--- src/include/core_consts.svh ---
`ifndef CORE_CONSTS_SVH
`define CORE_CONSTS_SVH

// word and address widths
`define WORD_MAG_W  30
`define ADDR_W      12
`define OP_W        6
`define DIGIT_W     5
`define MEM_DEPTH   4096

// any op code not listed here halts
`define OP_STOP     6'd0
`define OP_ADD      6'd1
`define OP_SUB      6'd2
`define OP_AND      6'd3
`define OP_OUTPUT   6'd4

// sign digit codes for the output device
`define DIGIT_PLUS  5'd16
`define DIGIT_MINUS 5'd17
`define OUT_DIGITS  10

`endif

--- src/hw/core_pkg.sv ---
`include "core_consts.svh"

package core_pkg;

    typedef struct packed {
        logic                   sign;
        logic [`WORD_MAG_W-1:0] mag;
    } word_t;

    // overlays the magnitude of a word
    typedef struct packed {
        logic [`OP_W-1:0]   op;
        logic [`ADDR_W-1:0] addr1;
        logic [`ADDR_W-1:0] addr2;
    } instr_t;

    typedef struct packed {
        logic is_add;
        logic is_sub;
        logic is_and;
        logic is_output;
        logic is_stop;
    } order_t;

    typedef struct packed {
        logic       clear_c;
        logic       mem_to_c;
        logic       pnl_to_c;   // panel may set c
        logic       c_to_a;
        logic       c_to_b;
        logic       operate;
        logic       shift_c3;
        logic       out_to_c;   // c back from a after output
        logic [1:0] alu_op;     // low bits of the op code
    } au_cmd_t;

    typedef struct packed {
        logic strt_to_sel;
        logic addr1_to_sel;
        logic addr2_to_sel;
        logic inc_strt;
    } addr_cmd_t;

endpackage

--- src/hw/operator.sv ---
`include "core_consts.svh"

module operator (
    input  logic             clk,
    input  logic             rst_n,
    input  logic             load_code,
    input  core_pkg::instr_t instr,
    output core_pkg::order_t order,
    output logic [`OP_W-1:0] op_code
);

    always_ff @(posedge clk) begin
        if (!rst_n) begin
            op_code <= '0;
        end else if (load_code) begin
            op_code <= instr.op;
        end
    end

    // one flag per order
    always_comb begin
        order = '0;
        case (op_code)
            `OP_ADD:    order.is_add    = 1'b1;
            `OP_SUB:    order.is_sub    = 1'b1;
            `OP_AND:    order.is_and    = 1'b1;
            `OP_OUTPUT: order.is_output = 1'b1;
            `OP_STOP:   order.is_stop   = 1'b1;
            default:    order.is_stop   = 1'b1;    // undefined codes halt too
        endcase
    end

endmodule

--- config.mk ---
export PLATFORM = sky130hd
export DESIGN_NAME = operator
export DESIGN_NICKNAME = d
export VERILOG_FILES = /design/src/hw/core_pkg.sv /design/src/hw/operator.sv
export VERILOG_INCLUDE_DIRS = /design/src /design/src/include
export SDC_FILE = /design/constraint.sdc
export NUM_CORES = 1
export LEC_CHECK = 0
export BUFFER_PORTS_ARGS = -buffer_cell sky130_fd_sc_hd__buf_4
export CAP_MARGIN = 10
export CORE_AREA = 2 2 39 41
export DETAILED_ROUTE_END_ITERATION = 10
export DIE_AREA = 0 0 41 43
export PLACE_DENSITY = 0.62
export SKIP_LAST_GASP = 1
export SLEW_MARGIN = 20
export SYNTH_ARGS = -nofsm -noshare
export SYNTH_HDL_FRONTEND = slang
export SYNTH_SLANG_ARGS = --single-unit
export TNS_END_PERCENT = 20
--- constraint.sdc ---
create_clock -name clk -period 4.7 [get_ports clk]
set_clock_uncertainty 0.2 [all_clocks]
set_input_delay 1.175 -clock clk [delete_from_list [all_inputs] [get_ports clk]]
set_output_delay 1.175 -clock clk [all_outputs]
set_load 0.005 [all_outputs]
* Word-level counts from Yosys, hierarchy flattened
Index checks and enable logic that the tools add are counted.
** Storage, ports and cells
- Register bits after elaboration :: 6
- Output and inout bits :: 11
** Operators by class
- Equal/unequal tests :: 4
- Mux-type cells :: 5
- Reduce and logical (&&, ||, !) cells :: 1
** Operators with widths (count)
- 6-bit by 2-bit equality test with 1-bit output (second input constant) :: 2
- 6-bit by 1-bit equality test with 1-bit output (second input constant) :: 1
- 6-bit by 3-bit equality test with 1-bit output (second input constant) :: 1
- 1-bit 2-to-1 mux :: 5
- 4-bit OR reduction :: 1

* Longest topological paths before layout
- Word-level depth :: 3
- Mapped depth :: 3
- Mapped depth without buffers :: 2

* Worst setup path after synthesis
OpenSTA, ideal clock, no wires.
- Kind :: register to output
- Start :: register op_code[4]
- End :: output order[1] (netlist name)
- Arrival time :: 1.094 ns
- Slack :: 2.231 ns
- Cell stages (with the launch flop) :: 3
- Cells stage by stage :: dfxtp_1 > or4_4 > nor3b_2
** RTL lines
- from (decl) :: RTL line operator.sv:9 : output logic [`OP_W-1:0] op_code
- from (signal assigned) :: RTL line operator.sv:16 : op_code <= instr.op;
- to (decl) :: RTL line operator.sv:8 : output core_pkg::order_t order,

==> flow_summary.toml <==
[logic_synthesis]
synth_area_sq_um = 311.5
yosys.area_share.adder_pct = 0
synth-seq-cells = 6
postSynthCellCount = 29
synth_top_family_by_area = "simple AND/OR/NAND/NOR gates"
yosys.area.top_type = "dfxtp_1"
synth_top_area_share_pct = 38.55
seq_area_frac_synth_pct = 38.55
synth_warnings = 0
synth_xor_xnor_area_share_pct = 0
syn-num-nets = 62
synth_mux_area_share_pct = 19.28
syn_avg_cell_area_sq_um = 10.74
yosys.area_share.simple_pct = 38.96
synth-compound-area-share_pct = 1.606
synth_cell_types = 11
synth.area.top_cells = "dfxtp_1 39%, mux2i_1 19%, nor2b_1 12%, nor3b_2 12%, or4b_4 4.4%"

[clocking]
cts_tree = "done"
postCtsSetupBuffers = 0
cts_root_buf = "clkbuf_4"
cts_resized = 0
clkLatencyLatePin_ns = 0.24
hold_buffers = 0
cts_num_sinks = 6
clk_pin_slew_ns = 0.04
numCtsBuffers = 3
cts_buffer_depth = 2
cts_htree_levels = 1

[sta]
maxSlewHeadroom_pct = 84.33
finalSetupViolCount = 0
finalCriticalPeriod_ns = 2.851
period_share_pct = 60.66
rsz0062_at_grt = "false"
totalNegativeSetupSlack_ns = 0
final-hold-violation-count = 0
worst_pin_slew_ns = 0.2348
slew_viol_final = 0
setup_slack_ns = 1.849
clock.fmax_mhz = 350.8

[die]
die_w_um = 41
die_h_um = 43
core_sq_mm = 0.001384
num_rows = 14
initial_utilization_pct = 22.51
ios = 44
die-area_sq_mm = 0.001763

[detailed_routing]
post_drt_wl_per_cell_um = 10.52
initialDrtViolationCount = 0
detail-route-antenna-nets = 0
first_pass_iters = 1
routed_wl_um = 694
vias_per_cell = 4.455
vias = 294
drc_errors = 0

[finish]
final_cell_mix = "19 x buf_4, 6 x mux2i_1, 6 x nor2b_1, 6 x dfxtp_1"
final_common_cell = "buf_4"
utilization_pct = 35.53
largest_register_ffs = 6
diodes = 0
nets = 85
reg_top3 = "op_code: 6 flops"
drive_above_1_share_pct = 54.00
fin_cells = 66
area_delta_synth_final_pct = 57.83
max_flop_register = "op_code"

[worst_hold_path]
hold_class = "register to register"

[grt]
grt_max_degree = 9
grt_pass1_wl_mm = 1.076
busiest_layer = "met2"
grtUsageMet1_pct = 10.97
grt_use_total_pct = 9.950
antenna_found_initial = 0
grt_use_met2_pct = 12.81
grt_pass1_vias = 245
overflow = 0
grt_use_met3_pct = 4.712

[critical_path]
path_buf_inv = 1
max_stage_delay_ns = 0.57
worstRegToRegCells = 2
path_cells = "or4_4 -> nor3b_2 -> buf_4"
worstPathArrival_ns = 1.48
crit_type = "register to primary output"
regToRegEndpoint = "op_code[2]"
cp.depth = 3
cp-startpoint = "op_code[4]"
path_max_fanout = 6
required_ns = 3.32
r2r_start = "op_code[2]"
worst_setup_path_start_kind = "register"
crit_end = "order[1]"
regToRegSetupSlack_ns = 3.78
crit_family = "simple AND/OR/NAND/NOR gates"
cp_slowest_cell = "or4_4"
endpoint_kind = "primary output"

[placement]
io_buffers = 19
dp_hpwl_um = 541.5
dp_cells = 63
place_ws_ns = 2.100
place_congestion = 0.6414

[power_and_ir_drop]
leakagePower_uw = 0.0002311
p_per_area_mw_per_mm2 = 270.3
ir_worst_vdd_mv = 0.1135
p_total_uw = 132.9

[outcome]
status = "completed"

[flow_run]
max_cap_viol_count = 0
==> through the flow <==
stage                     instance area, sq um  hold slack, ns
after floorplan                          311.5          0.3461
after global placement                   469.2          0.3616
after detailed placement                 469.2          0.3666
after CTS                                491.7          0.3749
after global routing                     491.7          0.4188
final                                    491.7          0.3741
==> worst reg2reg max path: cells and delay by family (launching register included) <==
kind	cells	cell delay, ns
simple gates	1	0.11
flops	1	0.43
mux	1	0.10
==> logic make-up after synthesis <==
logic type / after synthesis
AOI/OAI and AO/OA: 1
buffers and inverters: 1
DFF: 6
muxes: 6
and+or+nand+nor: 15
==> per-layer routing <==
| metal | up-vias | share of wire, % |
|---|---|---|
| met5 | - | 0 |
| met4 | 0 | 1.7 |
| met3 | 2 | 11 |
| met2 | 14 | 41 |
| met1 | 131 | 46 |
| li1 | 147 | - |
==> synthesized netlist by cell type <==
cell and n:
nand3_1 1, buf_2 1, mux2i_1 6, or4_4 1, nor3b_2 3, or4b_4 1, dfxtp_1 6, nor3_1 2
nor2b_1 6, o21ai_0 1, or3_1 1
==> area by class of cell <==
| type | instances | area [sq um] |
|---|---|---|
| fillers | 140 | 892.1 |
| multi-input cells | 22 | 186.4 |
| flip-flops and latches | 6 | 120.1 |
| well taps | 16 | 20.02 |
| clock buffers | 3 | 22.52 |
| repair buffers | 19 | 142.6 |
==> worst min path at each step <==
stage	from	endpoint	depth (start not counted)
after global routing	op_code[3]	op_code[3]	2
after global placement	op_code[3]	op_code[3]	2
after CTS	op_code[3]	op_code[3]	2
final	op_code[3]	op_code[3]	2
after floorplan	op_code[3]	op_code[3]	2
after detailed placement	op_code[3]	op_code[3]	2
==> report_power, final <==
group	internal [uW]	switching, uW	total, uW
registers	54.2	4.67	58.8
logic	18.4	8.97	27.3
clock network	28.8	17.9	46.7
(Power assumes the default switching activity.)
