[src/include/core_consts.svh]
`ifndef CORE_CONSTS_SVH
`define CORE_CONSTS_SVH

// word and address widths
`define WORD_MAG_W  30
`define ADDR_W      12
`define OP_W        6
`define DIGIT_W     5
`define MEM_DEPTH   4096

// any op code not listed here halts
`define OP_STOP     6'd0
`define OP_ADD      6'd1
`define OP_SUB      6'd2
`define OP_AND      6'd3
`define OP_OUTPUT   6'd4

// sign digit codes for the output device
`define DIGIT_PLUS  5'd16
`define DIGIT_MINUS 5'd17
`define OUT_DIGITS  10

`endif

[src/hw/core_pkg.sv]
`include "core_consts.svh"

package core_pkg;

    typedef struct packed {
        logic                   sign;
        logic [`WORD_MAG_W-1:0] mag;
    } word_t;

    // overlays the magnitude of a word
    typedef struct packed {
        logic [`OP_W-1:0]   op;
        logic [`ADDR_W-1:0] addr1;
        logic [`ADDR_W-1:0] addr2;
    } instr_t;

    typedef struct packed {
        logic is_add;
        logic is_sub;
        logic is_and;
        logic is_output;
        logic is_stop;
    } order_t;

    typedef struct packed {
        logic       clear_c;
        logic       mem_to_c;
        logic       pnl_to_c;   // panel may set c
        logic       c_to_a;
        logic       c_to_b;
        logic       operate;
        logic       shift_c3;
        logic       out_to_c;   // c back from a after output
        logic [1:0] alu_op;     // low bits of the op code
    } au_cmd_t;

    typedef struct packed {
        logic strt_to_sel;
        logic addr1_to_sel;
        logic addr2_to_sel;
        logic inc_strt;
    } addr_cmd_t;

endpackage

[src/hw/arith_unit.sv]
`include "core_consts.svh"

module arith_unit (
    input  logic              clk,
    input  logic              rst_n,
    input  core_pkg::au_cmd_t cmd,
    input  core_pkg::word_t   read_data,
    input  logic              pnl_do_arr_c,
    input  core_pkg::word_t   pnl_arr_reg_c_value,
    output core_pkg::word_t   reg_c,
    output logic [2:0]        out_digit
);
    import core_pkg::*;

    word_t reg_a;
    word_t reg_b;
    word_t b_eff;    // b with the sign flipped for sub
    word_t result;

    always_comb begin
        b_eff = reg_b;
        if (cmd.alu_op == 2'(`OP_SUB)) begin
            b_eff.sign = ~reg_b.sign;
        end

        result = '0;
        if (cmd.alu_op == 2'(`OP_AND)) begin
            result.sign = reg_a.sign & reg_b.sign;
            result.mag  = reg_a.mag & reg_b.mag;
        end else begin
            if (reg_a.sign == b_eff.sign) begin
                result.sign = reg_a.sign;
                result.mag  = reg_a.mag + b_eff.mag;    // wraps mod 2**30
            end else if (reg_a.mag >= b_eff.mag) begin
                result.sign = reg_a.sign;
                result.mag  = reg_a.mag - b_eff.mag;
            end else begin
                result.sign = b_eff.sign;
                result.mag  = b_eff.mag - reg_a.mag;
            end
            // no negative zero
            if (result.mag == '0) begin
                result.sign = 1'b0;
            end
        end
    end

    always_ff @(posedge clk) begin
        if (!rst_n) begin
            reg_a <= '0;
            reg_b <= '0;
            reg_c <= '0;
        end else begin
            if (cmd.c_to_a) begin
                reg_a <= reg_c;
            end
            if (cmd.c_to_b) begin
                reg_b <= reg_c;
            end

            if (cmd.clear_c) begin
                reg_c <= '0;
            end else if (cmd.mem_to_c) begin
                reg_c <= read_data;
            end else if (cmd.pnl_to_c && pnl_do_arr_c) begin
                reg_c <= pnl_arr_reg_c_value;
            end else if (cmd.operate) begin
                reg_c <= result;
            end else if (cmd.shift_c3) begin
                reg_c.mag <= {reg_c.mag[`WORD_MAG_W-4:0], 3'b000};   // sign stays
            end else if (cmd.out_to_c) begin
                reg_c <= reg_a;
            end
        end
    end

    assign out_digit = reg_c.mag[`WORD_MAG_W-1 -: 3];    // top octal digit

endmodule

[config.mk]
export PLATFORM = sky130hd
export DESIGN_NAME = arith_unit
export DESIGN_NICKNAME = d
export VERILOG_FILES = /design/src/hw/core_pkg.sv /design/src/hw/arith_unit.sv
export VERILOG_INCLUDE_DIRS = /design/src /design/src/include
export SDC_FILE = /design/constraint.sdc
export NUM_CORES = 1
export LEC_CHECK = 0
export BUFFER_PORTS_ARGS = -buffer_cell sky130_fd_sc_hd__buf_2
export CAP_MARGIN = 15
export CORE_MARGIN = 4
export CORE_UTILIZATION = 50
export CTS_CLUSTER_DIAMETER = 120
export CTS_CLUSTER_SIZE = 10
export DETAILED_ROUTE_END_ITERATION = 8
export PLACE_DENSITY = 0.7
export SLEW_MARGIN = 20
export SYNTH_ARGS = -nofsm -noshare
export SYNTH_HDL_FRONTEND = slang
export SYNTH_SLANG_ARGS = --single-unit
[constraint.sdc]
create_clock -name clk -period 10.1 [get_ports clk]
set_input_delay 2.02 -clock clk [delete_from_list [all_inputs] [get_ports clk]]
set_output_delay 2.02 -clock clk [all_outputs]
set_load 0.05 [all_outputs]
# ---- Yosys cells after proc, flatten, opt, wreduce, memory -nomap -nowiden
# Index checks and enable logic that the tools add are counted.
dict set report totals {
  register_bits 93
  inputBits 75
  out_inout_bits 34
  elab_cells 36
}
dict set report op_classes {
  n_addsub 3
  order_cmp 1
  n_eq_ne 4
  n_mux 12
  bitwise 4
  reduce_logical 6
}
# operator n
set ops {}
lappend ops {{$mux 31} 8}
lappend ops {{$sub 30x30->30} 2}
lappend ops {{$add 30x30->30} 1}
lappend ops {{$and 30x30->30} 1}
lappend ops {{$ge 30x30->1} 1}
lappend ops {{$logic_not 30->1} 1}
lappend ops {{$mux 30} 1}
lappend ops {{$reduce_bool 5->1} 1}
lappend ops {{$eq 2x2->1 const B} 2}
lappend ops {{$ne 4x1->1 const B} 1}
lappend ops {{$reduce_bool 4->1} 1}
lappend ops {{$mux 1} 3}
lappend ops {{$not 1->1} 2}
lappend ops {{$reduce_and 2->1} 1}
lappend ops {{$reduce_or 2->1} 1}
lappend ops {{$and 1x1->1} 1}
lappend ops {{$eq 1x1->1} 1}
lappend ops {{$logic_and 1x1->1} 1}

# ---- Depth between registers and ports, before layout
dict set report depth {
  word_depth 11
  depth_mapped 19
  depth_no_buf 16
}

# ---- Least setup slack after synthesis
# OpenSTA, ideal clock, no wires.
dict set report synth_path {
  path_kind {input-to-reg}
  start {input cmd[1] in the netlist's numbering}
  end {register reg_c[30] in the netlist's numbering}
  setup_ps 128
  arrival_ps 4031
  required_ps 9972
  path_slack_ps 5941
  cell_stages 10
  path_buffers 1
  cell_sequence {nor2b_1 -> xnor2_1 -> clkbuf_1 -> nor2_1 -> a32o_1 -> xor2_1 -> or4_1 -> nor4b_1 -> and4b_1 -> a31oi_1}
}
dict set report synth_between {
  elab_chain_len 11
  elab_cells_between_ends 13
  classes_between {eq/ne: 3; mux: 9; reduce/logical: 1}
}
# element line
set synth_lines {}
lappend synth_lines {{start, declared} arith_unit.sv:6} ;# input core_pkg::au_cmd_t cmd,
lappend synth_lines {{$eq 2x2->1} arith_unit.sv:22} ;# if (cmd.alu_op == 2'(`OP_SUB)) begin
lappend synth_lines {{$mux 1} arith_unit.sv:22}
lappend synth_lines {{$eq 1x1->1} arith_unit.sv:31} ;# if (reg_a.sign == b_eff.sign) begin
lappend synth_lines {{$mux 31} arith_unit.sv:31}
lappend synth_lines {{$mux 31} arith_unit.sv:27} ;# if (cmd.alu_op == 2'(`OP_AND)) begin
lappend synth_lines {{$logic_not 30->1} arith_unit.sv:42} ;# if (result.mag == '0) begin
lappend synth_lines {{$mux 1} arith_unit.sv:42}
lappend synth_lines {{$mux 31 (*)} arith_unit.sv:27}
lappend synth_lines {{$mux 31 (*)} arith_unit.sv:67} ;# end else if (cmd.operate) begin
lappend synth_lines {{$mux 31 (*)} arith_unit.sv:65} ;# end else if (cmd.pnl_to_c && pnl_do_arr_c) begin
lappend synth_lines {{$mux 31 (*)} arith_unit.sv:63} ;# end else if (cmd.mem_to_c) begin
lappend synth_lines {{end signal, assigned} arith_unit.sv:64} ;# reg_c <= read_data;
lappend synth_lines {{end signal, assigned} arith_unit.sv:66} ;# reg_c <= pnl_arr_reg_c_value;
lappend synth_lines {{end signal, assigned} arith_unit.sv:68} ;# reg_c <= result;
lappend synth_lines {{end, declared} arith_unit.sv:10} ;# output core_pkg::word_t reg_c,
# Mark *: on every way between the ends. The rest lies on a longest branch, timed or not. The select of a mux whose other input is x is not followed.
# A chain may end at the register's enable or synchronous reset.

# ---- Worst setup path after layout
dict set report layout_path {
  start {input cmd[4] in the netlist's numbering}
  end {register reg_c[30] in the netlist's numbering}
}
dict set report layout_between {
  elab_chain_len 3
  elab_cells_between_ends 6
  classes_between {eq/ne: 1; mux: 3; reduce/logical: 2}
}
# element line
set layout_lines {}
lappend layout_lines {{$mux 31} arith_unit.sv:67}
lappend layout_lines {{$mux 31} arith_unit.sv:65}
lappend layout_lines {{$mux 31} arith_unit.sv:63}
# Parallel ways exist; a longest one is shown, timed or not.

==> impl_metrics.env <==
export IMPL_finalWirelength_um=38000
export IMPL_regArea_sq_um=1860
export IMPL_track_usage=0.340
export IMPL_powerDensity_nw_per_um2=126
export IMPL_die_x_um=147
export IMPL_num_io_pins=109
export IMPL_antenna_found_initial=0
export IMPL_h_tree_depth=3
export IMPL_die_y_um=147
export IMPL_status="completed"
export IMPL_fill_cells=1902
export IMPL_dpl_cell_count=1605
export IMPL_ys_ff_latch=93
export IMPL_final_area_sq_um=10600
export IMPL_worstSetupPathType="in2reg"
export IMPL_cts_repair_resized=0
export IMPL_synth_top_area_cell="dfxtp_1"
export IMPL_start_kind="input pin"
export IMPL_yosysSeqAreaShare=0.192
export IMPL_fp_row_count=50
export IMPL_drtPass1Iterations=7
export IMPL_fmax_ghz=0.188
export IMPL_areaGrowthSynthToFinish_pct=8.98
export IMPL_fin_crit_ns=5.33
export IMPL_maxCapViolations=0
export IMPL_drive_gt1_frac=0.111
export IMPL_synth_top_cell_area_share=0.192
export IMPL_grt_pass1_wl_um=57900
export IMPL_grt_pass1_vias=9621
export IMPL_ctsHoldBuffers=0
export IMPL_regToRegStartpoint="reg_a[7]$_SDFFE_PN0P_"
export IMPL_p_leak_nw=4.60
export IMPL_core_sq_um=18900
export IMPL_grt_overflow_total=0
export IMPL_worst_pin_slew_ns=1.13
export IMPL_nets=1528
export IMPL_root_buffer="clkbuf_16"
export IMPL_syn_area_sq_um=9710
export IMPL_numCtsBuffers=9
export IMPL_synth_warnings=0
export IMPL_grt_max_degree=65
export IMPL_min_period_over_period=0.528
export IMPL_port_buffers=108
export IMPL_synth_ff_type="dfxtp_1"
export IMPL_via_count=10500
export IMPL_peakVddDrop_mv=0.0875
export IMPL_cts_sinks=93
export IMPL_clk_pin_slew_worst_paths_ns=0.08
export IMPL_clk_latency_ns=0.37
export IMPL_drtAntennaViolNets=0
export IMPL_dieArea_sq_um=21700
export IMPL_cts_setup_buffers=0
export IMPL_place_area_sq_um=10300
export IMPL_antennaDiodeCount=0
export IMPL_hold_viol=0
export IMPL_fin_cells=1621
export IMPL_hpwlAfterDp_um=28300
export IMPL_ff2ff_setup_slack_ns=5.15
export IMPL_syn_area_per_cell_sq_um=7.36
export IMPL_setup_violations=0
export IMPL_yosysUniqueCellTypes=72
export IMPL_worstPathRequired_ns=10.34
export IMPL_crit_end="reg_c[30]$_SDFFE_PP0P_"
export IMPL_synth_async_reset_ratio=0
export IMPL_place_gp_congestion=1.01
export IMPL_clockBufferDepth=2
export IMPL_synthTopCellsByCount="a21oi_1 (131), nand2_1 (113), ha_1 (94), dfxtp_1 (93), inv_1 (91)"
export IMPL_critPathCaptureType="flip-flop"
export IMPL_fin_skew_ns=0.0129
export IMPL_slew_headroom=0.245
export IMPL_syn_inst=1319
export IMPL_yosysMostFrequentCell="a21oi_1"
export IMPL_routedWlPerCell_um=23.4
export IMPL_cp_max_fo=45
export IMPL_drt_initial_drc_count=1554
export IMPL_min_path_type="reg2reg"
export IMPL_arrival_ns=5.57
export IMPL_r2r_end="reg_c[30]$_SDFFE_PP0P_"
export IMPL_maxSlewViolCount=0
export IMPL_synth_area_leaders="dfxtp_1 (19%), ha_1 (12%), mux2i_1 (7.8%)"
export IMPL_cts_tree="done"
export IMPL_tns_ns=0
export IMPL_worstRegToRegCells=14
export IMPL_rsz0062_at_grt="no"
export IMPL_remaining_drc_errors=0
export IMPL_start_util=0.514
export IMPL_synth_edf_count=0
export IMPL_synth_nets=1491
export IMPL_crit_start="cmd[4]"
export IMPL_vias_per_cell=6.50
export IMPL_multiInputGateArea_sq_um=7130
through the flow:
stage | worst slack, ns | total power, mW | util | hold WS (ns)
after CTS | 4.91 | 1.32 | 0.560 | 0.550
after floorplan | 5.94 | 0.790 | - | 0.510
after global routing | 4.57 | 1.38 | 0.560 | 0.567
after detailed placement | 4.52 | 0.954 | 0.545 | 0.536
after global placement | 4.76 | 0.955 | 0.545 | 0.535
final | 4.77 | 1.33 | 0.560 | 0.546
where the power goes:
group          internal, mW  leakage (nW)  switching, mW
Sequential            0.380         0.756         0.0222
Combinational         0.195          3.70          0.372
Clock                 0.174         0.145          0.186
Total                 0.749          4.60          0.579
cell families after synthesis:
logic type	after synthesis	synth area share
fa+ha+maj	97	0.127
buf+inv	186	0.0753
flops	93	0.192
mux	79	0.0819
simple gates	394	0.200
xor+xnor	31	0.0280
compound gates	439	0.295
sequential cells by signal (all words and copies together), names as in the netlist:
register and flops:
reg_a 31, b_eff 30, reg_c 28, out_digit 3, reg_b 1
worst max-delay path: stages:
cell and delay [ns]:
buf_2 0.65, clkinv_1 0.81, nand2_1 0.49, a21oi_1 0.07, nand2_1 0.10, nand2_1 0.09, a2111oi_0 0.50, nor4bb_1 0.33
and4_1 0.23, and4b_1 0.19, a31oi_1 0.08
per-layer routing:
layer	routed length, um	vias to the layer above	GRT usage
met5	0	-	0
met4	1360	0	0.110
met3	4250	86	0.0685
met2	16000	682	0.503
met1	16400	4924	0.495
li1	-	4849	-
worst min-delay path by stage:
stage | from | to | slack [ns] | cells past startpoint
after floorplan | b_eff[29]$_SDFFE_PN0P_ | b_eff[29]$_SDFFE_PN0P_ | 0.51 | 2
final | b_eff[29]$_SDFFE_PN0P_ | b_eff[29]$_SDFFE_PN0P_ | 0.55 | 2
after global placement | reg_c[23]$_SDFFE_PP0P_ | reg_c[23]$_SDFFE_PP0P_ | 0.53 | 2
after global routing | reg_c[23]$_SDFFE_PP0P_ | reg_c[23]$_SDFFE_PP0P_ | 0.57 | 2
after detailed placement | b_eff[29]$_SDFFE_PN0P_ | b_eff[29]$_SDFFE_PN0P_ | 0.54 | 2
after CTS | b_eff[29]$_SDFFE_PN0P_ | b_eff[29]$_SDFFE_PN0P_ | 0.55 | 2
area by class of cell:
| type | count | share of cell area |
|---|---|---|
| multi-input combinational | 1040 | 0.674 |
| sequential | 93 | 0.176 |
| timing repair buffer | 120 | 0.0596 |
| inverter | 92 | 0.0326 |
| tap | 260 | 0.0308 |
| clock buffer | 9 | 0.0213 |
| clock inverter | 7 | 0.00591 |
cell usage in the layout, fill, tap and decap left out, types with 11 or more instances in the layout:
cell,synthesis,routed
a211oi_1,22,22
a21o_1,14,14
a21oi_1,131,131
a31oi_1,21,21
buf_2,2,108
buf_4,4,12
dfxtp_1,93,93
ha_1,94,94
inv_1,91,91
mux2i_1,76,76
nand2_1,113,113
nand2b_1,11,11
nand3_1,33,33
nand4_1,11,11
nor2_1,87,87
nor2b_1,75,75
nor3_1,21,21
o211ai_1,30,30
o21ai_0,74,74
o21bai_1,11,11
o221ai_1,12,12
o22ai_1,11,11
o31ai_1,16,16
xnor2_1,24,23
No activity file was read; power rests on OpenSTA's default activity.
