<file path="config.mk">
export PLATFORM = sky130hd
export DESIGN_NAME = io_unit
export DESIGN_NICKNAME = d
export VERILOG_FILES = /design/src/hw/io_unit.sv
export VERILOG_INCLUDE_DIRS = /design/src /design/src/include
export SDC_FILE = /design/constraint.sdc
export NUM_CORES = 1
export LEC_CHECK = 0
export ABC_AREA = 1
export BUFFER_PORTS_ARGS = -buffer_cell sky130_fd_sc_hd__buf_4
export CORE_AREA = 2 2 39 41
export CTS_BUF_LIST = sky130_fd_sc_hd__clkbuf_16
export DETAILED_ROUTE_END_ITERATION = 8
export DIE_AREA = 0 0 41 43
export PLACE_DENSITY_LB_ADDON = 0.1
export SLEW_MARGIN = 25
export SYNTH_ARGS = -nofsm -noshare
export SYNTH_HDL_FRONTEND = slang
export SYNTH_SLANG_ARGS = --single-unit
</file>
<file path="constraint.sdc">
create_clock -name clk -period 1.9 [get_ports clk]
set_clock_uncertainty 0.15 [all_clocks]
set_input_delay 0.095 -clock clk [delete_from_list [all_inputs] [get_ports clk]]
set_output_delay 0.095 -clock clk [all_outputs]
set_load 0.05 [all_outputs]
</file>
<file path="src/include/core_consts.svh">
`ifndef CORE_CONSTS_SVH
`define CORE_CONSTS_SVH

// word and address widths
`define WORD_MAG_W  30
`define ADDR_W      12
`define OP_W        6
`define DIGIT_W     5
`define MEM_DEPTH   4096

// any op code not listed here halts
`define OP_STOP     6'd0
`define OP_ADD      6'd1
`define OP_SUB      6'd2
`define OP_AND      6'd3
`define OP_OUTPUT   6'd4

// sign digit codes for the output device
`define DIGIT_PLUS  5'd16
`define DIGIT_MINUS 5'd17
`define OUT_DIGITS  10

`endif

</file>
<file path="src/hw/io_unit.sv">
`include "core_consts.svh"

module io_unit (
    input  logic                clk,
    input  logic                rst_n,
    input  logic                start,
    input  logic                sign,
    input  logic [2:0]          digit,
    output logic                shift_c,
    output logic                done,
    output logic                dev_output_rdy,
    input  logic                dev_output_ack,
    output logic [`DIGIT_W-1:0] dev_output_data
);

    typedef enum logic [1:0] {IO_IDLE, IO_SEND, IO_GAP, IO_LOAD} io_state_t;

    io_state_t  state;
    logic [3:0] cnt;    // octal digits presented so far

    always_ff @(posedge clk) begin
        if (!rst_n) begin
            state           <= IO_IDLE;
            cnt             <= '0;
            dev_output_rdy  <= 1'b0;
            dev_output_data <= '0;
        end else begin
            case (state)
                IO_IDLE: begin
                    if (start) begin
                        cnt             <= '0;
                        dev_output_data <= sign ? `DIGIT_MINUS : `DIGIT_PLUS;
                        dev_output_rdy  <= 1'b1;
                        state           <= IO_SEND;
                    end
                end
                IO_SEND: begin
                    if (dev_output_ack) begin
                        dev_output_rdy <= 1'b0;
                        state          <= IO_GAP;
                    end
                end
                IO_GAP: begin
                    state <= (cnt == 4'(`OUT_DIGITS)) ? IO_IDLE : IO_LOAD;
                end
                IO_LOAD: begin
                    // next digit is on top of the shifted c
                    dev_output_data <= {{(`DIGIT_W-3){1'b0}}, digit};
                    dev_output_rdy  <= 1'b1;
                    cnt             <= cnt + 4'd1;
                    state           <= IO_SEND;
                end
            endcase
        end
    end

    assign shift_c = (state == IO_GAP) && (cnt != '0);    // not after the sign
    assign done    = (state == IO_GAP) && (cnt == 4'(`OUT_DIGITS));

endmodule

</file>
-- After elaboration in Yosys (flattened, before gate mapping)
Cells that the tools add are included.
- register bits after elaboration: 12
- bits of input ports: 8
- word-level logic and storage cells: 32
- add/sub/neg operators: 1
- equal/unequal tests: 6
- muxes and demuxes: 12
- reductions and logical operators: 9
- operators by type and width (kind ; count):
    $pmux 5 s2 ; 1
    $pmux 2 s4 ; 1
    $pmux 4 s2 ; 1
    $mux 2 ; 3
    $mux 5 ; 1
    $add 4x1->4 const B ; 1
    $eq 2x2->1 const B ; 2
    $eq 4x4->1 const B ; 1
    $mux 4 ; 1
    $ne 2x2->1 const B ; 2
    $reduce_and 2->1 ; 2
    $reduce_bool 4->1 ; 1
    $mux 1 ; 3
    $pmux 1 s3 ; 1
    $reduce_and 3->1 ; 1
    $reduce_bool 3->1 ; 1
    $eq 2x1->1 const B ; 1
    $logic_and 1x1->1 ; 2
    $logic_not 2->1 ; 1
    $reduce_bool 2->1 ; 1

-- Logic depth before layout (Yosys ltp)
Gate-level depths: netlist of run 1.
- depth after elaboration: 3
- gate-level depth with buffers: 7

-- Worst setup path before layout of run 1
OpenSTA, ideal clock, no wires.
- path kind: register -> output
- from: register state[0]
- to: output shift_c
- arrival time: 1400 ps
- slack: 255 ps
- cell stages (with the launch flop): 5
- path buffers: 0
- cell sequence: dfxtp_1 -> inv_1 -> ha_1 -> inv_1 -> a21oi_1
- word-level cells in the longest chain between the ends: 2
- RTL lines (what ; RTL line ; RTL):
    start, declared ; io_unit.sv:18 ; io_state_t state;
    start signal, assigned ; io_unit.sv:44 ; state <= (cnt == 4'(`OUT_DIGITS)) ? IO_IDLE : IO_LOAD;
    $eq 2x2->1 ; io_unit.sv:57 ; assign shift_c = (state == IO_GAP) && (cnt != '0);
    $logic_and 1x1->1 ; io_unit.sv:57 ;
    end, declared ; io_unit.sv:9 ; output logic shift_c,
No other way between the ends.

-- Final worst setup path of run 1
- from: register state[0]
- to: register dev_output_data[0]
- word-level cells in the longest chain between the ends: 3
- RTL lines (what ; RTL line ; RTL):
    $eq 2x2->1 / $logic_not 2->1 (equally long branches) ; io_unit.sv:28 ; case (state)
    $reduce_bool 2->1 (no source line) / $ne 2x2->1 (equally long branches) ; n/a ;
    $reduce_and 2->1 (no source line) ; n/a ;
    end signal, assigned ; io_unit.sv:32 ; dev_output_data <= sign ? `DIGIT_MINUS : `DIGIT_PLUS;
    end signal, assigned ; io_unit.sv:48 ; dev_output_data <= {{(`DIGIT_W-3){1'b0}}, digit};
    end, declared ; io_unit.sv:13 ; output logic [`DIGIT_W-1:0] dev_output_data
Parallel ways exist; a longest one is shown, timed or not.
A chain may end at the register's enable or synchronous reset.

==> metrics.cfg, run 1 <==
[outcome]
status = complete, no violations

[yosys]
yosys_warnings = 0
synth-xor-area-share = 0
synth_area_leaders = dfxtp_1 (36%), nand2_1 (15%), ha_1 (14%)
synth_nets = 104
synthMuxAreaShare = 0
syn-instance-count = 89
synth_seq_cells = 11
synthSimpleGateAreaFrac = 0.264
ys_seq_area_frac = 0.360
netlist.area_leader.share = 0.360
synth_area_per_cell_sq_um = 6.87
synth_top_family_by_area = simple AND/OR/NAND/NOR gates
synth_cell_type_count = 13
synth-adder-area-share = 0.143
synth_top_area_cell = dfxtp_1
synthesis.area_sq_um = 612
synth_compound_area_frac = 0.129

[final_layout]
instances_no_fill = 125
fillers = 128
drive_gt1_frac = 0.174
final_cell_mix = nand2_1 (24), inv_1 (14), buf_4 (14)
nets = 125
final_common_cell = nand2_1
syn_to_final_growth_pct = 37.0
n_antenna_cell = 0

[min_path]
hold_end = dev_output_data[0]
hold_start = sign
hp-class = input pin to register
whs_path_depth = 5

[setup_path]
r2r_start = state[0]
path_class = register to register
reg2reg_slack_ns = 0.35
cp-startpoint = state[0]
critPathMaxFanout = 7
required_ns = 1.87
startpoint_type = register
endpoint_kind = register
reg2reg_to = dev_output_data[0]
ff2ff_path_depth = 6
worstPathArrival_ns = 1.52

[drt]
remaining_drc_errors = 0
wl_met1_um = 577
dr_total_vias = 577
firstDrtPassIters = 2
via_per_inst = 4.62
drt-total-wl_mm = 1.20
routed-wl-met2_um = 587
antenna_left = 0
drt-initial-drc-count = 8
wl_per_cell_um = 9.61
top_layer_used = met3
met3_length_um = 36

[job]
cap_violations = 0

[clock_tree]
clk_path_buf_depth = 2
worstSkewPairLatency_ns = 0.23
clk_pin_slew_ns = 0.04
h-tree-depth = 1
cts_tree = built
cts-root-buf = clkbuf_16
numCtsBuffers = 3
cts_sinks = 11
cts_resized = 0
cts_setup_buffers = 0

[sta]
fin_crit_ns = 1.55
max_freq_ghz = 0.647
hold_viol = 0
period_share = 0.814
rsz0062_at_grt = no
setup_viol = 0
drv_slew = 0
tns_ns = 0

[global_routing]
grt_use_total = 0.160
antenna_found_initial = 0
grt_max_degree = 8
grt_pass1_vias = 503
gr-total-overflow = 0
grt_pass1_wl_mm = 1.99

[place]
port_buffers = 14
dpl.hpwl_um = 936
dpl.cell_count = 118
gp_congestion = 0.789

[floorplan]
dieArea_sq_um = 1760
floorplan.initialDensity = 0.442
coreArea_sq_um = 1380
num_io_pins = 16
die_h_um = 43
die_x_um = 41
num_rows = 14

[power_and_ir_drop]
powerDensity_nw_per_um2 = 1390
p_leak_nw = 0.405
vdd_drop_max_uv = 728

[critical path, cell delays in order (launching register included)]
cell and delay (ns):
dfxtp_1 0.36, inv_1 0.08, ha_1 0.27, o21ai_2 0.32, inv_2 0.11, nor2_1 0.10
nor2_1 0.05
[area by class of cell]
type                       instances  area (sq um)  area share
tap                               16          20.0      0.0239
multi-input combinational         63           332       0.396
clock buffer                       3          75.1      0.0896
inverter                          14          52.6      0.0627
sequential                        11           220       0.263
timing repair buffer              17           135       0.161
clock inverter                     1          3.75     0.00448
[timing repair]
action                     CTS  global route
setup endpoints to repair    0             0
hold buffers                 3             0
hold endpoints to repair     4             0
[cell families after synthesis]
| kind of cell | Yosys count |
|---|---|
| buf+inv | 15 |
| other cells | 1 |
| compound gates | 15 |
| fa+ha+maj | 7 |
| simple gates | 40 |
| flops | 11 |
[per-layer routing]
metal,up-vias,global-route usage
met5,-,0
met4,0,0.0600
met3,0,0.0157
met2,8,0.263
met1,251,0.205
li1,318,-
[synth_stat cells]
| cell | number |
|---|---|
| ha_1 | 7 |
| nor2_1 | 9 |
| inv_2 | 1 |
| o21ai_2 | 1 |
| dfxtp_1 | 11 |
| conb_1 | 1 |
| o21ai_0 | 3 |
| inv_1 | 13 |
| nand3_1 | 6 |
| nand2_1 | 24 |
| nor3b_1 | 1 |
| buf_4 | 1 |
| a21oi_1 | 11 |
[registers in the layout, summed over array words and instances, names as in the netlist]
signal and cells:
cnt 4, dev_output_data 4, dev_output_rdy 1, state 2
[how the worst max path moves through the flow]
stage                         endpoint  cells past startpoint  slack, ns
floorplan                      shift_c                      4       0.26
global placement    dev_output_data[0]                      6       0.39
detailed placement  dev_output_data[0]                      6       0.38
CTS                 dev_output_data[0]                      6       0.35
global route        dev_output_data[4]                      6       0.25
finish              dev_output_data[0]                      6       0.35
[power breakdown]
part	internal [mW]	switching (mW)	total [mW]	leakage, nW
Combinational	0.159	0.320	0.479	0.272
Clock	0.276	0.0967	0.372	0.0423
Sequential	0.282	0.0339	0.316	0.0899
Total	0.717	0.451	1.17	0.405
[through the flow]
stage          total power, mW  cell area (sq um)  utilization  worst slack [ns]  hold slack (ns)
5_1_grt                   1.26                838        0.606             0.247           0.0692
4_1_cts                   1.18                838        0.606             0.349           0.0505
3_5_place_dp             0.790                729        0.527             0.380            0.217
3_3_place_gp             0.789                729        0.527             0.389            0.215
6_report                  1.17                838        0.606             0.353           0.0387
2_1_floorplan            0.676                612            -             0.255           0.0678
No activity file was read; power rests on OpenSTA's default activity.
==> run 2: changes to the inputs <==
--- a/config.mk
+++ b/config.mk
@@ -8,10 +8,9 @@
 export LEC_CHECK = 0
 export ABC_AREA = 1
 export BUFFER_PORTS_ARGS = -buffer_cell sky130_fd_sc_hd__buf_4
-export CORE_AREA = 2 2 39 41
+export CORE_UTILIZATION = 44
 export CTS_BUF_LIST = sky130_fd_sc_hd__clkbuf_16
 export DETAILED_ROUTE_END_ITERATION = 8
-export DIE_AREA = 0 0 41 43
 export PLACE_DENSITY_LB_ADDON = 0.1
 export SLEW_MARGIN = 25
 export SYNTH_ARGS = -nofsm -noshare
==> constraint.sdc (replaced) <==
create_clock -name clk -period 1.3 [get_ports clk]
set_clock_uncertainty 0.15 [all_clocks]
set_input_delay 0.065 -clock clk [delete_from_list [all_inputs] [get_ports clk]]
set_output_delay 0.065 -clock clk [all_outputs]
set_load 0.05 [all_outputs]
==> metrics.cfg, run 2 (same netlist as run 1, synthesis figures left out) <==
[final_layout]
nets = 133
syn_to_final_growth_pct = 69.5
final_common_cell = buf_4
post-route-util = 0.797
reg_top3 = cnt (4), dev_output_data (4), state (2)
drive_gt1_frac = 0.479
final_cell_area_sq_um = 1040
final_cell_mix = buf_4 (20), nand2_1 (18), a21oi_1 (9)
n_antenna_cell = 0

[setup_path]
reg2reg_slack_ns = -0.06
endpoint_kind = primary output
reg2reg_to = cnt[3]
ff2ff_path_depth = 6
path_class = register to primary output
worstPathArrival_ns = 1.15
startpoint_type = register
r2r_start = state[0]
critPathMaxFanout = 4
required_ns = 1.09

[floorplan]
die_h_um = 39.3
die_x_um = 39.3
num_io_pins = 16
dieArea_sq_um = 1540
floorplan.initialDensity = 0.470
num_rows = 13
coreArea_sq_um = 1300

[sta]
period_share = 1.05
fin_crit_ns = 1.37
setup_viol = 10
drv_slew = 0
finalWorstSetupSlack_ns = -0.0685
max_freq_ghz = 0.731
hold_viol = 1
rsz0062_at_grt = yes
tns_ns = -0.429
fin_hold_ws_ns = -0.00502

[place]
dpl_cell_area_sq_um = 782
port_buffers = 14
pre_cts_slack_ns = -0.127
gp_congestion = 0.853
dpl.hpwl_um = 962

[global_routing]
antenna_found_initial = 0
grt_pass1_vias = 638
grt_pass1_wl_mm = 2.62
grt_max_degree = 8
gr-total-overflow = 0
grt_use_total = 0.254

[drt]
antenna_left = 0
via_per_inst = 5.05
remaining_drc_errors = 0
dr_total_vias = 666
firstDrtPassIters = 5
drt-initial-drc-count = 28
drt-total-wl_mm = 1.63
wl_per_cell_um = 12.4

[power_and_ir_drop]
vdd_drop_max_uv = 1360
p_leak_nw = 0.451
powerDensity_nw_per_um2 = 2050
power.total_mw = 2.12

[clock_tree]
worstSkewPairLatency_ns = 0.24
cts_tree = built
h-tree-depth = 1
numCtsBuffers = 3
clk_path_buf_depth = 2
clk_pin_slew_ns = 0.04
cts_sinks = 11
cts-root-buf = clkbuf_16

[outcome]
violations = hold timing, setup timing
status = finished with violations

[job]
cap_violations = 0

[min_path]
hp-class = input pin to register
whs_path_depth = 5
hold_start = sign
hold_end = dev_output_data[0]

run 2: changes by cell type in the layout (fill, tap and decap cells not counted), sizes merged:
| cell | previous run | this run |
|---|---|---|
| buf | 14 | 22 |
run 2: report_power, final:
part | switching (mW) | leakage [nW] | internal, mW
logic | 0.621 | 0.317 | 0.424
clock network | 0.157 | 0.0423 | 0.404
registers | 0.0858 | 0.0921 | 0.432
run 2: worst max-delay path, cell delays in order (launching register included):
cell and delay [ns]:
dfxtp_4 0.36, inv_4 0.08, ha_4 0.15, inv_4 0.05, a21oi_2 0.11, buf_6 0.17
run 2: worst max path at each step:
stage,from,to,slack [ns],depth (start not counted)
detailed placement,state[0],cnt[0],-0.13,5
global route,state[0],cnt[3],-0.13,6
CTS,cnt[0],done,-0.04,5
finish,state[0],shift_c,-0.07,5
floorplan,state[0],shift_c,-0.02,4
global placement,state[0],cnt[1],-0.13,5
run 2: cell type report:
| type | instances | area, sq um |
|---|---|---|
| timing repair buffer | 25 | 203 |
| clock inverter | 1 | 3.75 |
| fill | 84 | 264 |
| clock buffer | 3 | 75.1 |
| tap | 15 | 18.8 |
| inverter | 14 | 60.1 |
| sequential | 11 | 230 |
| multi-input combinational | 63 | 447 |
run 2: repair_timing:
action | 4_1_cts | 5_1_grt
setup buffers | 2 | 1
gates resized for setup | 32 | 9
endpoints found under the setup margin | 13 | 13
pin swaps | 7 | 4
endpoints found under the hold margin | 6 | 0
hold buffers | 3 | 0
run 2: per-stage QoR:
stage,instances,hold slack (ns)
floorplan,89,0.0378
global placement,122,0.185
detailed placement,122,0.186
CTS,131,0.00287
global route,132,0.0586
finish,132,-0.00502
run 2: routing by layer:
| layer | routed length (um) | GRT usage |
|---|---|---|
| met1 | 754 | 0.306 |
| met2 | 794 | 0.438 |
| met3 | 52 | 0.0511 |
| met4 | 31 | 0.0948 |
| met5 | 0 | 0 |
