<file path="src/include/core_consts.svh">
`ifndef CORE_CONSTS_SVH
`define CORE_CONSTS_SVH

// word and address widths
`define WORD_MAG_W  30
`define ADDR_W      12
`define OP_W        6
`define DIGIT_W     5
`define MEM_DEPTH   4096

// any op code not listed here halts
`define OP_STOP     6'd0
`define OP_ADD      6'd1
`define OP_SUB      6'd2
`define OP_AND      6'd3
`define OP_OUTPUT   6'd4

// sign digit codes for the output device
`define DIGIT_PLUS  5'd16
`define DIGIT_MINUS 5'd17
`define OUT_DIGITS  10

`endif

</file>
<file path="src/hw/core_pkg.sv">
`include "core_consts.svh"

package core_pkg;

    typedef struct packed {
        logic                   sign;
        logic [`WORD_MAG_W-1:0] mag;
    } word_t;

    // overlays the magnitude of a word
    typedef struct packed {
        logic [`OP_W-1:0]   op;
        logic [`ADDR_W-1:0] addr1;
        logic [`ADDR_W-1:0] addr2;
    } instr_t;

    typedef struct packed {
        logic is_add;
        logic is_sub;
        logic is_and;
        logic is_output;
        logic is_stop;
    } order_t;

    typedef struct packed {
        logic       clear_c;
        logic       mem_to_c;
        logic       pnl_to_c;   // panel may set c
        logic       c_to_a;
        logic       c_to_b;
        logic       operate;
        logic       shift_c3;
        logic       out_to_c;   // c back from a after output
        logic [1:0] alu_op;     // low bits of the op code
    } au_cmd_t;

    typedef struct packed {
        logic strt_to_sel;
        logic addr1_to_sel;
        logic addr2_to_sel;
        logic inc_strt;
    } addr_cmd_t;

endpackage

</file>
<file path="src/hw/addr_regs.sv">
`include "core_consts.svh"

module addr_regs (
    input  logic                clk,
    input  logic                rst_n,
    input  core_pkg::addr_cmd_t cmd,
    input  core_pkg::instr_t    instr,
    input  logic                pnl_do_arr_strt,
    input  logic [`ADDR_W-1:0]  pnl_arr_strt_value,
    input  logic                pnl_do_arr_sel,
    input  logic [`ADDR_W-1:0]  pnl_arr_sel_value,
    output logic [`ADDR_W-1:0]  strt_value,
    output logic [`ADDR_W-1:0]  sel_value
);

    // instruction counter
    always_ff @(posedge clk) begin
        if (!rst_n) begin
            strt_value <= '0;
        end else if (pnl_do_arr_strt) begin
            strt_value <= pnl_arr_strt_value;
        end else if (cmd.inc_strt) begin
            strt_value <= strt_value + 1'b1;    // wraps at the top of memory
        end
    end

    always_ff @(posedge clk) begin
        if (!rst_n) begin
            sel_value <= '0;
        end else if (pnl_do_arr_sel) begin
            sel_value <= pnl_arr_sel_value;
        end else if (cmd.strt_to_sel) begin
            sel_value <= strt_value;
        end else if (cmd.addr1_to_sel) begin
            sel_value <= instr.addr1;
        end else if (cmd.addr2_to_sel) begin
            sel_value <= instr.addr2;
        end
    end

endmodule

</file>
<file path="config.mk">
export PLATFORM = sky130hd
export DESIGN_NAME = addr_regs
export DESIGN_NICKNAME = d
export VERILOG_FILES = /design/src/hw/core_pkg.sv /design/src/hw/addr_regs.sv
export VERILOG_INCLUDE_DIRS = /design/src /design/src/include
export SDC_FILE = /design/constraint.sdc
export NUM_CORES = 1
export LEC_CHECK = 0
export BUFFER_PORTS_ARGS = -buffer_cell sky130_fd_sc_hd__buf_2
export CORE_UTILIZATION = 43
export CTS_CLUSTER_SIZE = 24
export DETAILED_ROUTE_END_ITERATION = 6
export PLACE_DENSITY = 0.79
export SETUP_SLACK_MARGIN = 0.05
export SYNTH_ARGS = -nofsm -noshare
export SYNTH_HDL_FRONTEND = slang
export SYNTH_SLANG_ARGS = --single-unit
</file>
<file path="constraint.sdc">
create_clock -name clk -period 2.1 [get_ports clk]
set_input_delay 0.63 -clock clk [delete_from_list [all_inputs] [get_ports clk]]
set_output_delay 0.63 -clock clk [all_outputs]
set_load 0.03 [all_outputs]
</file>
### After elaboration in Yosys (flattened, before gate mapping)

Index checks and enable logic that the tools add are counted.
W data, S select, Z words.

| cells by class | value |
|---|---|
| div/mod/pow operators | 0 |
| shift operators | 0 |
| add/sub/neg operators | 1 |
| $lt $le $gt $ge | 0 |
| reduce and logical (&&, ||, !) cells | 2 |
| multiplexer cells | 6 |
| bitwise gates (word level) | 0 |
| equality and inequality tests | 0 |
| $mul | 0 |

Operators by type and width:

| cell | count |
|---|---|
| $mux W12 | 6 |
| $add A12 B1 Y12 const B | 1 |
| $reduce_bool A4 Y1 | 1 |
| $reduce_bool A2 Y1 | 1 |

| word-level totals | value |
|---|---|
| RAM bits | 0 |
| logic and storage cells | 11 |
| input port bits | 62 |
| memories kept | 0 |
| register bits after elaboration | 24 |
| bits in latches | 0 |
| bits in read-only memories | 0 |
| output and inout bits | 24 |

### Longest topological paths before layout

Gate-level depths: netlist of the first run.

| depth | value |
|---|---|
| depth in word-level cells | 4 |
| depth in mapped cells | 5 |
| depth with buffers taken out | 4 |

### Least setup slack after synthesis of the first run

No wires, ideal clock.

| path | value |
|---|---|
| kind | input port to flip-flop |
| start point | input cmd[2] (netlist name) |
| end point | register sel_value[6] |
| library setup time | 126 ps |
| path slack | 375 ps |
| data required time | 1974 ps |
| arrival | 1598 ps |
| cell stages on the path | 5 |
| path buffers | 2 |
| cells stage by stage | or4_1 > clkbuf_1 > buf_2 > o21ai_0 > a31oi_1 |

| between the ends | value |
|---|---|
| cells in the longest elaborated chain, start to end | 3 |
| elaborated cells between the ends (all ways) | 4 |
| those cells by class | mux: 3; reduce/logical: 1 |

Ends and longest elaborated chain:

| item | RTL line | RTL |
|---|---|---|
| from (decl) | addr_regs.sv:6 | `input core_pkg::addr_cmd_t cmd,` |
| $mux W12 | addr_regs.sv:34 | `end else if (cmd.addr1_to_sel) begin` |
| $mux W12 | addr_regs.sv:32 | `end else if (cmd.strt_to_sel) begin` |
| $mux W12 | addr_regs.sv:30 | `end else if (pnl_do_arr_sel) begin` |
| to (signal assigned) | addr_regs.sv:31 | `sel_value <= pnl_arr_sel_value;` |
| to (signal assigned) | addr_regs.sv:33 | `sel_value <= strt_value;` |
| to (signal assigned) | addr_regs.sv:35 | `sel_value <= instr.addr1;` |
| to (decl) | addr_regs.sv:13 | `` output logic [`ADDR_W-1:0] sel_value `` |

Several ways; a longest one is shown, not always the timed one.
A chain may end at the register's enable or synchronous reset.

### Worst setup path in the final report of the first run

| path | value |
|---|---|
| start point | register strt_value[0] |
| end point | output strt_value[0] |

RTL lines:

| item | RTL line | RTL |
|---|---|---|
| from (decl) | addr_regs.sv:12 | `` output logic [`ADDR_W-1:0] strt_value, `` |
| from (signal assigned) | addr_regs.sv:21 | `strt_value <= pnl_arr_strt_value;` |
| from (signal assigned) | addr_regs.sv:23 | `strt_value <= strt_value + 1'b1;` |

No word-level cell between the ends.

==> results.json, run 1 <==
{
  "critPathBufInv": 1,
  "grt_pass1_vias": 1422,
  "cp.arrival_ns": 1.05,
  "fin_area_mm2": 0.001918,
  "clock_latency_ns": 0.31,
  "htreeDepth": 1,
  "clock_sinks": 24,
  "finalPower_uw": 1076,
  "rows": 20,
  "synth_area_per_cell_um2": 8.296,
  "post_cts_buffers": 0,
  "wl_per_cell_um": 13.20,
  "cap_violations": 0,
  "end_kind": "output port",
  "yosys-top-cells-area": "dfxtp_1 (33%), mux2_2 (9.3%), nand2b_1 (6.9%), o211ai_1 (6.7%), o21ai_0 (6.5%)",
  "viasPerCell": 5.459,
  "synth_cells": 176,
  "yosysTopAreaCell": "dfxtp_1",
  "synth_edf_count": 0,
  "ir_drop_mv": 0.2667,
  "cts-root-buf": "clkbuf_4",
  "clockBufferDepth": 2,
  "io_buffer_count": 79,
  "synth-seq-cells": 24,
  "fin_worst_skew_ns": 0.006765,
  "drt-pass1-iter-count": 4,
  "ctsResizeCount": 0,
  "slew_viol_final": 0,
  "yosysUniqueCellTypes": 34,
  "placed_area_mm2": 0.001882,
  "dpl.hpwl_um": 2968,
  "final_common_cell": "buf_2",
  "tns_ns": 0,
  "die_h_um": 60.27,
  "worst_pin_slew_ns": 0.4109,
  "slowest_delay_ns": 0.49,
  "place_inst": 290,
  "final_layout_size_suffix_gt1_share_pct": 40.40,
  "cts_buffers": 3,
  "grt_overflow": 0,
  "clock.fmax_mhz": 594.3,
  "antenna_found_initial": 0,
  "core-area_mm2": 0.003128,
  "p_leak_uw": 0.0008843,
  "hp-class": "in2reg",
  "dieWidth_um": 60.27,
  "via_count": 1605,
  "antenna_left": 0,
  "seq_area_frac_synth_pct": 32.90,
  "rsz0062_at_grt": "false",
  "yosys_warnings": 0,
  "syn_area_mm2": 0.001460,
  "drc": 0,
  "fin_crit_ns": 1.683,
  "syn_nets": 239,
  "area.growth.synth_to_final_pct": 31.36,
  "drtIter0Drc": 101,
  "gp_congestion": 0.8155,
  "grt_max_degree": 27,
  "path_class": "reg2out",
  "setup_violations": 0,
  "outcome": "finished clean",
  "critical_path.slowest_cell": "dfxtp_1",
  "die-area_mm2": 0.003632,
  "cts_tree": "yes",
  "slew_headroom_pct": 72.61,
  "fin_crit_sh_pct": 80.13,
  "grt_use_total_pct": 22.90,
  "synth-main-ff-cell": "dfxtp_1",
  "hold_violations": 0,
  "wirelength_um": 3880,
  "final_cell_mix": "buf_2 (79), dfxtp_1 (24), nand2_1 (19), o21ai_0 (19), nand2b_1 (16)",
  "synth.top_cell.area_share_pct": 32.90,
  "grt_pass1_wl_um": 6210,
  "initial_core_util_pct": 46.68,
  "clk_pin_slew_ns": 0.12,
  "path_max_fanout": 7,
  "fin_nets": 314,
  "hold_buffers": 0,
  "io_pins": 86,
  "cp.required_ns": 1.47,
  "instances_no_fill": 294,
  "power_density_mw_per_mm2": 560.9,
  "diodes": 0,
  "cp_cell_sequence": "buf_2",
  "crit_family": "flip-flops",
  "synth_async_sr_flop_share_pct": 0,
  "cp-start-kind": "register"
}
-- per-stage QoR --
step                util, %  setup WS (ns)  hold slack (ns)
floorplan                 -         0.3752           0.6390
global placement      60.16         0.3010           0.5192
detailed placement    60.16         0.2823           0.5238
CTS                   61.32         0.4074           0.5350
global route          61.32         0.3432           0.5263
finish                61.32         0.4173           0.5414
-- registers in the layout (all words and copies together), names as in the netlist --
name / cells
sel_value: 12
strt_value: 12
-- cell families (layout without fill, tap and decap cells) --
logic type	after synthesis	in the layout	synth area share (%)
AO/OA/AOI/OAI	60	60	27.42
AND/OR/NAND/NOR	57	57	21.17
flip-flops	24	24	32.90
buffers and inverters	17	91	5.312
multiplexers	13	13	9.940
XOR/XNOR	4	4	2.400
adder cells (fa/ha/maj)	1	1	0.8568
-- synthesized netlist by cell type, types with 2 or more instances --
master    instances
mux2_2           12
xnor2_1           3
o31ai_1           2
dfxtp_1          24
o211ai_1         13
nor3_1            2
nand2_1          19
nor2_1            3
nand4_1           4
or4_1             4
nand3_1           3
nor4_1            2
clkbuf_1          8
nand2b_1         16
a31oi_1          15
o21ai_0          19
buf_2             5
inv_1             3
o211a_1           4
-- layout make-up --
cell class	instances	area, µm²
fill	290	1210
multi-input combinational	135	902.1
tap	44	55.05
clock buffer	4	36.28
sequential	24	480.5
inverter	3	11.26
timing repair buffer	84	432.9
-- path summary, 6_finish.rpt --
kind                               from       endpoint  slack, ns  cells after the start
setup / recovery          strt_value[0]  strt_value[0]       0.42                      1
hold / removal    pnl_arr_strt_value[0]  strt_value[0]       0.54                      2
setup reg to reg          strt_value[3]  strt_value[9]       0.48                      3
hold reg to reg           strt_value[7]  strt_value[7]       0.54                      2
-- metal layers --
metal | vias up | routed length (µm) | GRT usage [%]
li1 | 810 | - | -
met1 | 721 | 1787 | 28.40
met2 | 70 | 1768 | 38.78
met3 | 4 | 280 | 4.113
met4 | 0 | 44 | 8.970
met5 | - | 0 | 0
-- report_power, final --
group | internal (µW) | switching (µW)
clock network | 106 | 135
logic | 134 | 178
registers | 490 | 32.9
(Power assumes the default switching activity.)
==> inputs of run 2 (changes only) <==
==> constraint.sdc (replaced) <==
create_clock -name clk -period 1.8 [get_ports clk]
set_input_delay 0.54 -clock clk [delete_from_list [all_inputs] [get_ports clk]]
set_output_delay 0.54 -clock clk [all_outputs]
set_load 0.03 [all_outputs]
==> results.json, run 2 (same netlist as run 1, synthesis figures left out) <==
{
  "clock_latency_ns": 0.32,
  "io_pins": 86,
  "cap_violations": 0,
  "cp.depth": 2,
  "wirelength_um": 3887,
  "cts_tree": "yes",
  "wl_per_cell_um": 13.04,
  "crit_end": "strt_value[2]",
  "post_cts_buffers": 0,
  "final_common_cell": "buf_2",
  "viasPerCell": 5.312,
  "p_switching_uw": 420.6,
  "final_cell_mix": "buf_2 (79), dfxtp_1 (24), nand2_1 (19), o21ai_0 (19), nand2b_1 (16)",
  "fin_nets": 318,
  "area.sequential_um2": 480.5,
  "clockBufferDepth": 2,
  "p_leak_uw": 0.0009049,
  "clk_pin_slew_ns": 0.15,
  "p_int_uw": 859.8,
  "clock.fmax_mhz": 623.4,
  "seqPwrFrac_pct": 47.0,
  "outcome": "finished clean",
  "rrSetupSlack_ns": 0.33,
  "core-area_mm2": 0.003128,
  "grt_use_total_pct": 21.87,
  "p_comb_share_pct": 29.7,
  "hold_slack_ns": 0.4395,
  "path_max_fanout": 6,
  "min_from": "pnl_arr_strt_value[0]",
  "tns_ns": 0,
  "path_class": "reg2out",
  "rows": 20,
  "rr_startpoint": "strt_value[5]",
  "place_ws_ns": 0.06487,
  "rsz0062_at_grt": "false",
  "antenna_left": 0,
  "rr_worst_depth": 3,
  "reg2reg_to": "strt_value[9]",
  "io_buffer_count": 79,
  "diodes": 0,
  "drtIter0Drc": 89,
  "setup_violations": 0,
  "cp.required_ns": 1.26,
  "multi_input_area_um2": 902.1,
  "fin_worst_skew_ns": 0.01323,
  "critical_path.startpoint": "strt_value[2]",
  "fin_crit_sh_pct": 89.12,
  "power_density_mw_per_mm2": 657.2,
  "hold_buffers": 0,
  "finalPower_uw": 1280,
  "critical_path.slowest_cell": "dfxtp_1",
  "final_layout_size_suffix_gt1_share_pct": 41.34,
  "fill_cells": 284,
  "die-area_mm2": 0.003632,
  "cp_cell_sequence": "buf_4 > buf_2",
  "worst_pin_slew_ns": 0.4088,
  "reg_top3": "sel_value (12), strt_value (12)",
  "initial_core_util_pct": 46.68,
  "via_count": 1583,
  "grt_max_degree": 27,
  "die_h_um": 60.27,
  "timing.final.ws_setup_ns": 0.1958,
  "drt-pass1-iter-count": 4,
  "slew_headroom_pct": 72.72,
  "hold_violations": 0,
  "ctsResizeCount": 0,
  "area.growth.synth_to_final_pct": 33.42,
  "swShare_pct": 32.85,
  "slowest_delay_ns": 0.38,
  "slew_viol_final": 0,
  "gp_congestion": 0.8046,
  "cts-root-buf": "clkbuf_4",
  "crit_family": "flip-flops",
  "end_kind": "output port",
  "clock_sinks": 24,
  "grt_pass1_wl_um": 5934,
  "critPathBufInv": 2,
  "drc": 0,
  "grt_overflow": 0,
  "dpl.hpwl_um": 2961,
  "antenna_found_initial": 0,
  "dieWidth_um": 60.27,
  "hp-class": "in2reg",
  "cp-start-kind": "register",
  "htreeDepth": 1,
  "grt_pass1_vias": 1324,
  "ir_drop_mv": 0.2734,
  "pwr-share-clk_pct": 23.2,
  "cp.arrival_ns": 1.06,
  "fin_crit_ns": 1.604,
  "cts_buffers": 3
}
[run 2: cell count changes in the layout (fill, tap and decap cells not counted), sizes merged]
cell / before / now
buf: 84 / 88
[run 2: layout make-up]
class	count	area share (%)
multi-input combinational	135	46.31
sequential	24	24.66
timing repair buffer	88	23.76
tap	44	2.826
clock buffer	4	1.863
inverter	3	0.5780
[run 2: worst min-delay path by stage]
| stage | depth (start not counted) | slack [ns] | endpoint |
|---|---|---|---|
| 2_1_floorplan | 2 | 0.64 | strt_value[7] |
| 3_3_place_gp | 2 | 0.52 | strt_value[7] |
| 3_5_place_dp | 2 | 0.52 | strt_value[7] |
| 4_1_cts | 2 | 0.44 | strt_value[0] |
| 5_1_grt | 2 | 0.43 | strt_value[0] |
| 6_report | 2 | 0.44 | strt_value[0] |
[run 2: power by group through the flow]
stage                     Combinational [µW]  Clock (µW)  Sequential, µW
final                                    381         298             602
after global routing                     419         323             607
after CTS                                383         297             602
after detailed placement                 382           0             614
after global placement                   376           0             612
after floorplan                          151           0             697
[run 2: through the flow]
step | utilization, % | instances | area (µm²)
finish | 62.28 | 298 | 1948
global route | 62.28 | 298 | 1948
CTS | 62.28 | 298 | 1948
detailed placement | 61.12 | 294 | 1912
global placement | 61.12 | 294 | 1912
floorplan | - | 176 | 1460
[run 2: layer usage]
metal	vias up	global-route usage, %	share of wire, %
met4	0	7.973	0.69
met3	2	4.113	6.6
li1	817	-	-
met5	-	0	0
met1	706	28.01	45
met2	58	36.11	47
